**src/logic/mem_port_defines.svh**
```systemverilog
`ifndef MEM_PORT_DEFINES_SVH
`define MEM_PORT_DEFINES_SVH

// byte address width on the AXI side
`define ADDR_W 32

// 16-byte cache line
`define LINE_OFF_W 4

// 32-bit beats per line
`define LINE_BEATS 4

// AXI AxSIZE codes
`define AXI_SIZE_1 3'b000
`define AXI_SIZE_2 3'b001
`define AXI_SIZE_4 3'b010

`endif
```
**src/logic/mem_port_pkg.sv**
```systemverilog
`include "mem_port_defines.svh"

package mem_port_pkg;

    // store width seen by the write buffer
    typedef enum logic [2:0] {
        st_byte = 3'b000,
        st_half = 3'b001,
        st_word = 3'b010,
        st_line = 3'b100   // whole dirty line, drained as a burst
    } store_type_e;

    // one cache line, seen flat by the cache
    // and as beat-sized words by the bus side
    typedef union packed {
        logic [`LINE_BEATS*32-1:0]      flat;
        logic [`LINE_BEATS-1:0][31:0]   words;   // words[0] is the lowest address
    } line_u;

endpackage

```
**src/logic/axi_mst_if.sv**
```systemverilog
`timescale 1ns/10ps
`include "mem_port_defines.svh"

interface axi_mst_if;

    // write address
    logic [`ADDR_W-1:0] aw_addr;
    logic [7:0]         aw_len;
    logic [2:0]         aw_size;
    logic               aw_valid;
    logic               aw_ready;

    // write data
    logic [31:0]        w_data;
    logic [3:0]         w_strb;
    logic               w_last;
    logic               w_valid;
    logic               w_ready;

    logic               b_valid;   // response code not carried
    logic               b_ready;

    // read address
    logic [`ADDR_W-1:0] ar_addr;
    logic [7:0]         ar_len;
    logic [2:0]         ar_size;
    logic               ar_valid;
    logic               ar_ready;

    // read data
    logic [31:0]        r_data;
    logic               r_last;
    logic               r_valid;
    logic               r_ready;

    modport master (
        output aw_addr, aw_len, aw_size, aw_valid, input aw_ready,
        output w_data, w_strb, w_last, w_valid, input w_ready,
        input b_valid, output b_ready,
        output ar_addr, ar_len, ar_size, ar_valid, input ar_ready,
        input r_data, r_last, r_valid, output r_ready
    );

    modport slave (
        input aw_addr, aw_len, aw_size, aw_valid, output aw_ready,
        input w_data, w_strb, w_last, w_valid, output w_ready,
        output b_valid, input b_ready,
        input ar_addr, ar_len, ar_size, ar_valid, output ar_ready,
        output r_data, r_last, r_valid, input r_ready
    );

endinterface

```
**src/logic/dcache_mem_port.sv**
```systemverilog
`timescale 1ns/10ps
`include "mem_port_defines.svh"

module dcache_mem_port (
    input  logic                      clock,
    input  logic                      reset,
    // cache store side
    input  logic                      wr_req_i,
    input  logic [`ADDR_W-1:0]        wr_addr_i,
    input  mem_port_pkg::line_u       wr_line_i,
    input  logic [3:0]                wr_strb_i,
    input  mem_port_pkg::store_type_e wr_type_i,
    output logic                      wr_rdy_o,
    // cache refill side
    input  logic                      fill_req_i,
    input  logic [`ADDR_W-1:0]        fill_addr_i,
    output logic                      fill_rdy_o,
    output logic                      fill_valid_o,
    output mem_port_pkg::line_u       fill_line_o,
    // AXI4 master
    output logic [`ADDR_W-1:0]        m_aw_addr_o,
    output logic [7:0]                m_aw_len_o,
    output logic [2:0]                m_aw_size_o,
    output logic                      m_aw_valid_o,
    input  logic                      m_aw_ready_i,
    output logic [31:0]               m_w_data_o,
    output logic [3:0]                m_w_strb_o,
    output logic                      m_w_last_o,
    output logic                      m_w_valid_o,
    input  logic                      m_w_ready_i,
    input  logic                      m_b_valid_i,
    output logic                      m_b_ready_o,
    output logic [`ADDR_W-1:0]        m_ar_addr_o,
    output logic [7:0]                m_ar_len_o,
    output logic [2:0]                m_ar_size_o,
    output logic                      m_ar_valid_o,
    input  logic                      m_ar_ready_i,
    input  logic [31:0]               m_r_data_i,
    input  logic                      m_r_last_i,
    input  logic                      m_r_valid_i,
    output logic                      m_r_ready_o
);
    axi_mst_if wb_bus ();
    axi_mst_if lf_bus ();
    axi_mst_if mem_bus ();

    write_buffer write_buffer_inst (
        .clock     (clock),
        .reset     (reset),
        .wr_req_i  (wr_req_i),
        .wr_addr_i (wr_addr_i),
        .wr_line_i (wr_line_i),
        .wr_strb_i (wr_strb_i),
        .wr_type_i (wr_type_i),
        .wr_rdy_o  (wr_rdy_o),
        .bus       (wb_bus.master)
    );

    line_fill line_fill_inst (
        .clock        (clock),
        .reset        (reset),
        .fill_req_i   (fill_req_i),
        .fill_addr_i  (fill_addr_i),
        .fill_rdy_o   (fill_rdy_o),
        .fill_valid_o (fill_valid_o),
        .fill_line_o  (fill_line_o),
        .bus          (lf_bus.master)
    );

    axi_arbiter axi_arbiter_inst (
        .clock   (clock),
        .reset   (reset),
        .wb_bus  (wb_bus.slave),
        .lf_bus  (lf_bus.slave),
        .mem_bus (mem_bus.master)
    );

    // arbiter's downstream port onto the pins
    assign m_aw_addr_o      = mem_bus.aw_addr;
    assign m_aw_len_o       = mem_bus.aw_len;
    assign m_aw_size_o      = mem_bus.aw_size;
    assign m_aw_valid_o     = mem_bus.aw_valid;
    assign mem_bus.aw_ready = m_aw_ready_i;
    assign m_w_data_o       = mem_bus.w_data;
    assign m_w_strb_o       = mem_bus.w_strb;
    assign m_w_last_o       = mem_bus.w_last;
    assign m_w_valid_o      = mem_bus.w_valid;
    assign mem_bus.w_ready  = m_w_ready_i;
    assign mem_bus.b_valid  = m_b_valid_i;
    assign m_b_ready_o      = mem_bus.b_ready;
    assign m_ar_addr_o      = mem_bus.ar_addr;
    assign m_ar_len_o       = mem_bus.ar_len;
    assign m_ar_size_o      = mem_bus.ar_size;
    assign m_ar_valid_o     = mem_bus.ar_valid;
    assign mem_bus.ar_ready = m_ar_ready_i;
    assign mem_bus.r_data   = m_r_data_i;
    assign mem_bus.r_last   = m_r_last_i;
    assign mem_bus.r_valid  = m_r_valid_i;
    assign m_r_ready_o      = mem_bus.r_ready;

endmodule

```
**src/logic/axi_arbiter.sv**
```systemverilog
`timescale 1ns/10ps

module axi_arbiter (
    input  logic      clock,
    input  logic      reset,
    axi_mst_if.slave  wb_bus,
    axi_mst_if.slave  lf_bus,
    axi_mst_if.master mem_bus
);
    typedef enum logic [1:0] {OWN_NONE, OWN_WR, OWN_RD} owner_e;

    owner_e owner_q;
    owner_e owner;     // effective owner this cycle
    logic   gnt_wr;
    logic   gnt_rd;

    // writes first so a fill sees every earlier store
    always_comb begin
        owner = owner_q;
        if (owner_q == OWN_NONE) begin
            if (wb_bus.aw_valid) owner = OWN_WR;
            else if (lf_bus.ar_valid) owner = OWN_RD;
        end
    end

    assign gnt_wr = (owner == OWN_WR);
    assign gnt_rd = (owner == OWN_RD);

    always_ff @(posedge clock) begin
        if (reset) begin
            owner_q <= OWN_NONE;
        end else if (owner_q == OWN_NONE) begin
            owner_q <= owner;   // lock once a request is shown
        end else if (owner_q == OWN_WR && mem_bus.b_valid && mem_bus.b_ready) begin
            owner_q <= OWN_NONE;
        end else if (owner_q == OWN_RD && mem_bus.r_valid && mem_bus.r_ready
                     && mem_bus.r_last) begin
            owner_q <= OWN_NONE;
        end
    end

    // owner's request channels out to memory
    assign mem_bus.aw_addr  = gnt_wr ? wb_bus.aw_addr : lf_bus.aw_addr;
    assign mem_bus.aw_len   = gnt_wr ? wb_bus.aw_len : lf_bus.aw_len;
    assign mem_bus.aw_size  = gnt_wr ? wb_bus.aw_size : lf_bus.aw_size;
    assign mem_bus.aw_valid = (gnt_wr && wb_bus.aw_valid) || (gnt_rd && lf_bus.aw_valid);
    assign mem_bus.w_data   = gnt_wr ? wb_bus.w_data : lf_bus.w_data;
    assign mem_bus.w_strb   = gnt_wr ? wb_bus.w_strb : lf_bus.w_strb;
    assign mem_bus.w_last   = gnt_wr ? wb_bus.w_last : lf_bus.w_last;
    assign mem_bus.w_valid  = (gnt_wr && wb_bus.w_valid) || (gnt_rd && lf_bus.w_valid);
    assign mem_bus.b_ready  = (gnt_wr && wb_bus.b_ready) || (gnt_rd && lf_bus.b_ready);
    assign mem_bus.ar_addr  = gnt_wr ? wb_bus.ar_addr : lf_bus.ar_addr;
    assign mem_bus.ar_len   = gnt_wr ? wb_bus.ar_len : lf_bus.ar_len;
    assign mem_bus.ar_size  = gnt_wr ? wb_bus.ar_size : lf_bus.ar_size;
    assign mem_bus.ar_valid = (gnt_wr && wb_bus.ar_valid) || (gnt_rd && lf_bus.ar_valid);
    assign mem_bus.r_ready  = (gnt_wr && wb_bus.r_ready) || (gnt_rd && lf_bus.r_ready);

    // responses back, non-owner sees nothing
    assign wb_bus.aw_ready = gnt_wr && mem_bus.aw_ready;
    assign wb_bus.w_ready  = gnt_wr && mem_bus.w_ready;
    assign wb_bus.b_valid  = gnt_wr && mem_bus.b_valid;
    assign wb_bus.ar_ready = gnt_wr && mem_bus.ar_ready;
    assign wb_bus.r_data   = mem_bus.r_data;
    assign wb_bus.r_last   = mem_bus.r_last;
    assign wb_bus.r_valid  = gnt_wr && mem_bus.r_valid;
    assign lf_bus.aw_ready = gnt_rd && mem_bus.aw_ready;
    assign lf_bus.w_ready  = gnt_rd && mem_bus.w_ready;
    assign lf_bus.b_valid  = gnt_rd && mem_bus.b_valid;
    assign lf_bus.ar_ready = gnt_rd && mem_bus.ar_ready;
    assign lf_bus.r_data   = mem_bus.r_data;
    assign lf_bus.r_last   = mem_bus.r_last;
    assign lf_bus.r_valid  = gnt_rd && mem_bus.r_valid;

    // a read may never overtake a write in progress
    no_read_in_write_a: assert property (@(posedge clock) disable iff (reset)
        (wb_bus.w_valid || wb_bus.b_ready) |-> !mem_bus.ar_valid);

endmodule

```
**src/logic/line_fill.sv**
```systemverilog
`timescale 1ns/10ps
`include "mem_port_defines.svh"

module line_fill (
    input  logic                clock,
    input  logic                reset,
    input  logic                fill_req_i,
    input  logic [`ADDR_W-1:0]  fill_addr_i,
    output logic                fill_rdy_o,
    output logic                fill_valid_o,
    output mem_port_pkg::line_u fill_line_o,
    axi_mst_if.master           bus
);
    localparam int BEAT_W = $clog2(`LINE_BEATS);

    typedef enum logic [1:0] {S_IDLE, S_ADDR, S_DATA, S_DONE} state_e;

    state_e              state;
    logic [BEAT_W-1:0]   beat;
    logic [`ADDR_W-1:0]  addr_q;
    mem_port_pkg::line_u line_q;
    logic                accept;
    logic                r_fire;

    assign accept = fill_req_i && fill_rdy_o;
    assign r_fire = bus.r_valid && bus.r_ready;

    // line aligned request address
    always_ff @(posedge clock) begin
        if (accept) addr_q <= {fill_addr_i[`ADDR_W-1:`LINE_OFF_W], {`LINE_OFF_W{1'b0}}};
    end

    always_ff @(posedge clock) begin
        if (r_fire) line_q.words[beat] <= bus.r_data;   // one word per beat
    end

    always_ff @(posedge clock) begin
        if (reset) begin
            state <= S_IDLE;
            beat  <= '0;
        end else begin
            case (state)
                S_IDLE: if (accept) begin
                    state <= S_ADDR;
                    beat  <= '0;
                end
                S_ADDR: if (bus.ar_ready) state <= S_DATA;
                S_DATA: if (r_fire) begin
                    beat <= beat + 1'b1;
                    if (bus.r_last) state <= S_DONE;
                end
                S_DONE: state <= S_IDLE;   // single cycle pulse
                default: state <= S_IDLE;
            endcase
        end
    end

    assign fill_rdy_o   = (state == S_IDLE);
    assign fill_valid_o = (state == S_DONE);
    assign fill_line_o  = line_q;

    assign bus.ar_addr  = addr_q;
    assign bus.ar_len   = 8'(`LINE_BEATS - 1);
    assign bus.ar_size  = `AXI_SIZE_4;
    assign bus.ar_valid = (state == S_ADDR);
    assign bus.r_ready  = (state == S_DATA);

    // no writes from the fill side
    assign bus.aw_addr  = '0;
    assign bus.aw_len   = '0;
    assign bus.aw_size  = '0;
    assign bus.aw_valid = 1'b0;
    assign bus.w_data   = '0;
    assign bus.w_strb   = '0;
    assign bus.w_last   = 1'b0;
    assign bus.w_valid  = 1'b0;
    assign bus.b_ready  = 1'b0;

    // memory burst length must agree with the line size
    r_last_a: assert property (@(posedge clock) disable iff (reset)
        r_fire |-> (bus.r_last == (beat == BEAT_W'(`LINE_BEATS - 1))));

endmodule

```
**src/logic/write_buffer.sv**
```systemverilog
`timescale 1ns/10ps
`include "mem_port_defines.svh"

module write_buffer (
    input  logic                      clock,
    input  logic                      reset,
    input  logic                      wr_req_i,
    input  logic [`ADDR_W-1:0]        wr_addr_i,
    input  mem_port_pkg::line_u       wr_line_i,
    input  logic [3:0]                wr_strb_i,
    input  mem_port_pkg::store_type_e wr_type_i,
    output logic                      wr_rdy_o,
    axi_mst_if.master                 bus
);
    localparam int BEAT_W = $clog2(`LINE_BEATS);

    typedef enum logic [1:0] {S_IDLE, S_ADDR, S_DATA, S_RESP} state_e;

    state_e                    state;
    logic [BEAT_W-1:0]         beat;
    logic [`ADDR_W-1:0]        addr_q;
    mem_port_pkg::line_u       line_q;
    logic [3:0]                strb_q;
    mem_port_pkg::store_type_e type_q;
    logic                      accept;
    logic                      is_line;
    logic                      last_beat;

    assign accept    = wr_req_i && wr_rdy_o;
    assign is_line   = (type_q == mem_port_pkg::st_line);
    assign last_beat = is_line ? (beat == BEAT_W'(`LINE_BEATS - 1)) : 1'b1;

    // the single entry
    always_ff @(posedge clock) begin
        if (accept) begin
            addr_q <= wr_addr_i;
            line_q <= wr_line_i;
            strb_q <= wr_strb_i;
            type_q <= wr_type_i;
        end
    end

    always_ff @(posedge clock) begin
        if (reset) begin
            state <= S_IDLE;
            beat  <= '0;
        end else begin
            case (state)
                S_IDLE: if (accept) begin
                    state <= S_ADDR;
                    beat  <= '0;
                end
                S_ADDR: if (bus.aw_ready) state <= S_DATA;
                S_DATA: if (bus.w_ready) begin
                    if (last_beat) state <= S_RESP;
                    else beat <= beat + 1'b1;   // next word of the line
                end
                S_RESP: if (bus.b_valid) state <= S_IDLE;   // resp code ignored
                default: state <= S_IDLE;
            endcase
        end
    end

    assign wr_rdy_o = (state == S_IDLE);

    // line bursts start on the line boundary
    assign bus.aw_addr  = is_line ? {addr_q[`ADDR_W-1:`LINE_OFF_W], {`LINE_OFF_W{1'b0}}}
                                  : addr_q;
    assign bus.aw_len   = is_line ? 8'(`LINE_BEATS - 1) : 8'd0;
    assign bus.aw_valid = (state == S_ADDR);

    always_comb begin
        case (type_q)
            mem_port_pkg::st_byte: bus.aw_size = `AXI_SIZE_1;
            mem_port_pkg::st_half: bus.aw_size = `AXI_SIZE_2;
            default:               bus.aw_size = `AXI_SIZE_4;
        endcase
    end

    // single stores sit in word 0 with their own lane strobe
    assign bus.w_data  = line_q.words[beat];
    assign bus.w_strb  = is_line ? 4'hf : strb_q;
    assign bus.w_last  = last_beat;
    assign bus.w_valid = (state == S_DATA);
    assign bus.b_ready = (state == S_RESP);

    // read side unused by this master
    assign bus.ar_addr  = '0;
    assign bus.ar_len   = '0;
    assign bus.ar_size  = '0;
    assign bus.ar_valid = 1'b0;
    assign bus.r_ready  = 1'b0;

    // address held steady through arbiter and memory stalls
    aw_stable_a: assert property (@(posedge clock) disable iff (reset)
        bus.aw_valid && !bus.aw_ready |=>
            bus.aw_valid && $stable(bus.aw_addr) && $stable(bus.aw_len)
            && $stable(bus.aw_size));

endmodule

```
**config.mk**
```make
export PLATFORM = sky130hd
export DESIGN_NAME = dcache_mem_port
export DESIGN_NICKNAME = d
export VERILOG_FILES = /design/src/logic/mem_port_pkg.sv /design/src/logic/axi_mst_if.sv /design/src/logic/dcache_mem_port.sv /design/src/logic/axi_arbiter.sv /design/src/logic/line_fill.sv /design/src/logic/write_buffer.sv
export VERILOG_INCLUDE_DIRS = /design/src /design/src/logic
export SDC_FILE = /design/constraint.sdc
export NUM_CORES = 1
export LEC_CHECK = 0
export BUFFER_PORTS_ARGS = -buffer_cell sky130_fd_sc_hd__clkbuf_2
export CAP_MARGIN = 0
export CORE_AREA = 3 3 191 193
export CTS_BUF_LIST = sky130_fd_sc_hd__clkbuf_4 sky130_fd_sc_hd__clkbuf_8 sky130_fd_sc_hd__clkbuf_16
export DETAILED_ROUTE_END_ITERATION = 8
export DIE_AREA = 0 0 194 196
export SYNTH_ARGS = -nofsm -noshare
export SYNTH_HDL_FRONTEND = slang
export SYNTH_SLANG_ARGS = --single-unit
```
**constraint.sdc**
```tcl
create_clock -name clock -period 8.15 [get_ports clock]
set_input_delay 0.4075 -clock clock [delete_from_list [all_inputs] [get_ports clock]]
set_output_delay 0.4075 -clock clock [all_outputs]
set_load 0.02 [all_outputs]
```
==> run summary <==
cell area after layout - 16100 um2
skew final - 0.0141 ns
top-area cell type share of the netlist area - 79.3%
total power divided by cell area - 313 nW/um2
asr flop ratio synth - 0%
grt total ovfl - 0
Post-CTS Resized - 0
crit end category - output port
highest ir drop seen on vdd - 0.219 mV
source-to-sink clock delay at the later pin of the worst-skew pair - 0.52 ns
maximum clock frequency - 0.297 GHz
number of synthesis warnings - 0
htree depth - 2
Post-CTS Setup Inserts - 0
cells along the critical path - inv_1 > ha_1 > o21ba_4 > inv_2 > nor2_1 > and2_1 > clkbuf_2
FF+latch count, synth - 333
pin count of the biggest net entering global routing - 85
number of global-route vias before repair - 7385
share of post-route cells with drive strength above 1 - 51.2%
final cycle utilization of the critical path - 41.3%
top cells by area in the synthesized netlist - sky130_fd_sc_hd__edfxtp_1 (79%), sky130_fd_sc_hd__mux4_2 (5.9%), sky130_fd_sc_hd__and2_1 (5.1%), sky130_fd_sc_hd__dfxtp_1 (1.6%), sky130_fd_sc_hd__buf_4 (1.5%)
cell internal power dissipation - 3500 uW
Slew Limit Headroom - 25.6%
antenna diode instance count - 0
Post-Route Hold Slack - 0.0661 ns
most frequent cell after synthesis - sky130_fd_sc_hd__edfxtp_1
required time worst endpoint - 7.74 ns
Tmin final - 3.36 ns
CTS tree - yes
outcome - complete, no violations
post-synthesis cell count - 611
top-level port count - 500
root cell of the clock tree - sky130_fd_sc_hd__clkbuf_16
area of the die - 38000 um2
overall power after layout - 5040 uW
area used by multi-input combinational logic - 2070 um2
max incr delay on CP - 0.65 ns
fin. max-slew vios - 0
post-synthesis sequential area ratio - 80.9%
Pre-Repair DR Iteration Count - 4
portion of total power attributed to combinational logic - 25.0%
clock tree sinks - 333
commonest register cell after synthesis - sky130_fd_sc_hd__edfxtp_1
floorplan die width - 194 um
HPWL after DPL - 21000 um
starting density of the core - 35.3%
clock-pin slew on the worst setup and hold paths - 0.06 ns
biggest area consumer among synthesized cells - sky130_fd_sc_hd__edfxtp_1
worst-margin pin slew - 1.12 ns
Final GP Congestion - 0.777
synth-to-layout area growth - 31.7%
Layout fillers - 3081
DRT iter0 DRCs - 347
residual antenna-violating net count after detailed routing - 0
Final Hold Fails - 0
data arrival time of the critical path - 2.96 ns
Routed wire per std cell - 18.5 um
total CTS buffers - 35
RSZ-0062 raised after global routing - no
slowest CP cell - sky130_fd_sc_hd__o21ba_4
count of port buffers added during placement - 476
category of the critical setup timing path - flip-flop to output port
detailed-route via count - 7085
Post-DP Area - 15000 um2
Switching Power - 1530 uW
synthesized area divided by synthesized cell count - 20.0 um2
count of hold-fix buffers inserted at cts - 0
top fanout value on the critical path - 64
LEAKAGE - 0.00648 uW
y dimension of the die - 196 um
total track usage - 14.9%
Post-synth top cells - sky130_fd_sc_hd__edfxtp_1 (323), sky130_fd_sc_hd__and2_1 (99), sky130_fd_sc_hd__mux4_2 (32), sky130_fd_sc_hd__buf_4 (25), sky130_fd_sc_hd__nor2_1 (18)
fraction of power consumed by sequential logic - 45.0%
via-per-instance ratio - 4.48
Final #Nets - 1359
wire length of the first global-routing pass - 43400 um
class of the tightest hold or removal check - primary input to flip-flop
max cap viols - 0
final count of negative-setup-slack endpoints - 0
standard-cell row count - 68
DRC errors left - 0
synthesized cell area - 12200 um2
part of the power in the clock network - 29.9%
Post-synth EDFFs - 323
Storage cell area - 9900 um2
initial antenna violation count - 0
Setup Total Neg Slack - 0 ns
switch share - 30.4%
routed wire length - 29200 um
nature of the critical path startpoint - flip-flop
placeable core region - 34700 um2
number of buffers between clock root and the deepest sink - 3
count of cell types in the netlist - 44
==> final cells by class <==
type / count / area share [%]
clock inverters: 15 / 0.629
well taps: 455 / 3.53
repair buffers: 481 / 15.0
flip-flops and latches: 333 / 61.4
multi-input cells: 237 / 12.9
clock buffers: 46 / 6.16
inverters: 16 / 0.373
==> per-stage QoR <==
step	setup WS, ns	std cells	util [%]
floorplan	3.02	629	-
global placement	5.16	1522	43.3
detailed placement	5.11	1522	43.3
CTS	4.64	1583	46.4
global route	4.43	1583	46.4
finish	4.79	1583	46.4
==> worst max-delay path: cells and delay by family, from the launching register on <==
family	cells	cell delay, ns
DFF	1	0.34
buffers and inverters	3	0.72
adders and majority gates	1	0.25
and+or+nand+nor	2	0.44
AOI/OAI and AO/OA	1	0.65
==> cell usage in the layout (no fill, tap or decap), types with 3 or more instances in the layout <==
cell type                   count
sky130_fd_sc_hd__nand2b_1      11
sky130_fd_sc_hd__conb_1        19
sky130_fd_sc_hd__nor2b_1        4
sky130_fd_sc_hd__clkbuf_2     476
sky130_fd_sc_hd__clkbuf_4       9
sky130_fd_sc_hd__edfxtp_1     323
sky130_fd_sc_hd__a21oi_1        3
sky130_fd_sc_hd__clkinv_1       6
sky130_fd_sc_hd__nand3_1        3
sky130_fd_sc_hd__clkinv_2       5
sky130_fd_sc_hd__nor2_1        18
sky130_fd_sc_hd__clkbuf_16     37
sky130_fd_sc_hd__ha_1          14
sky130_fd_sc_hd__and2_1        96
sky130_fd_sc_hd__mux2i_1        3
sky130_fd_sc_hd__buf_4          5
sky130_fd_sc_hd__dfxtp_1        8
sky130_fd_sc_hd__mux4_2        32
sky130_fd_sc_hd__inv_1         15
==> sequential cells by signal, indices dropped and copies added (netlist names) <==
signal and flops:
line_fill_inst.fill_line_o 128, write_buffer_inst.line_q 128, write_buffer_inst.addr_q 32, line_fill_inst.bus.ar_addr 28
write_buffer_inst.strb_q 4, write_buffer_inst.type_q 3, axi_arbiter_inst.owner_q 2, line_fill_inst.beat 2
line_fill_inst.state 2, write_buffer_inst.beat 2, write_buffer_inst.state 2
==> path summary, 6_finish.rpt <==
| kind | end | start | slack [ns] | cells past startpoint |
|---|---|---|---|---|
| max | m_aw_addr_o[1] | write_buffer_inst.state[1]$_SDFFE_PP0P_ | 4.79 | 7 |
| min | write_buffer_inst.line_q[15]$_DFFE_PP_ | wr_line_i[15] | 0.07 | 1 |
| max reg2reg | write_buffer_inst.line_q[3]$_DFFE_PP_ | write_buffer_inst.state[0]$_SDFFE_PP0P_ | 5.14 | 4 |
| min reg2reg | write_buffer_inst.state[1]$_SDFFE_PP0P_ | write_buffer_inst.state[1]$_SDFFE_PP0P_ | 0.52 | 2 |
==> metal layers <==
layer	global-route usage [%]	routed length [um]
met5	0	0
met4	4.79	754
met3	6.61	3280
met2	25.4	14400
met1	16.8	10800
==> cell families after synthesis <==
family / synth area share (%)
flip-flops: 80.9
AND/OR/NAND/NOR: 7.24
buffers and inverters: 2.75
multiplexers: 6.13
AO/OA/AOI/OAI: 1.51
adder cells (fa/ha/maj): 1.43
other: 0.0306
==> power by group through the flow <==
stage          registers, uW  clock network (uW)  logic, uW
5_1_grt                 2300                1630       1380
6_report                2270                1510       1260
3_5_place_dp            2310                   0       1290
3_3_place_gp            2300                   0       1290
2_1_floorplan           2310                   0        838
4_1_cts                 2270                1560       1300
Power figures use the tool's default switching activity.
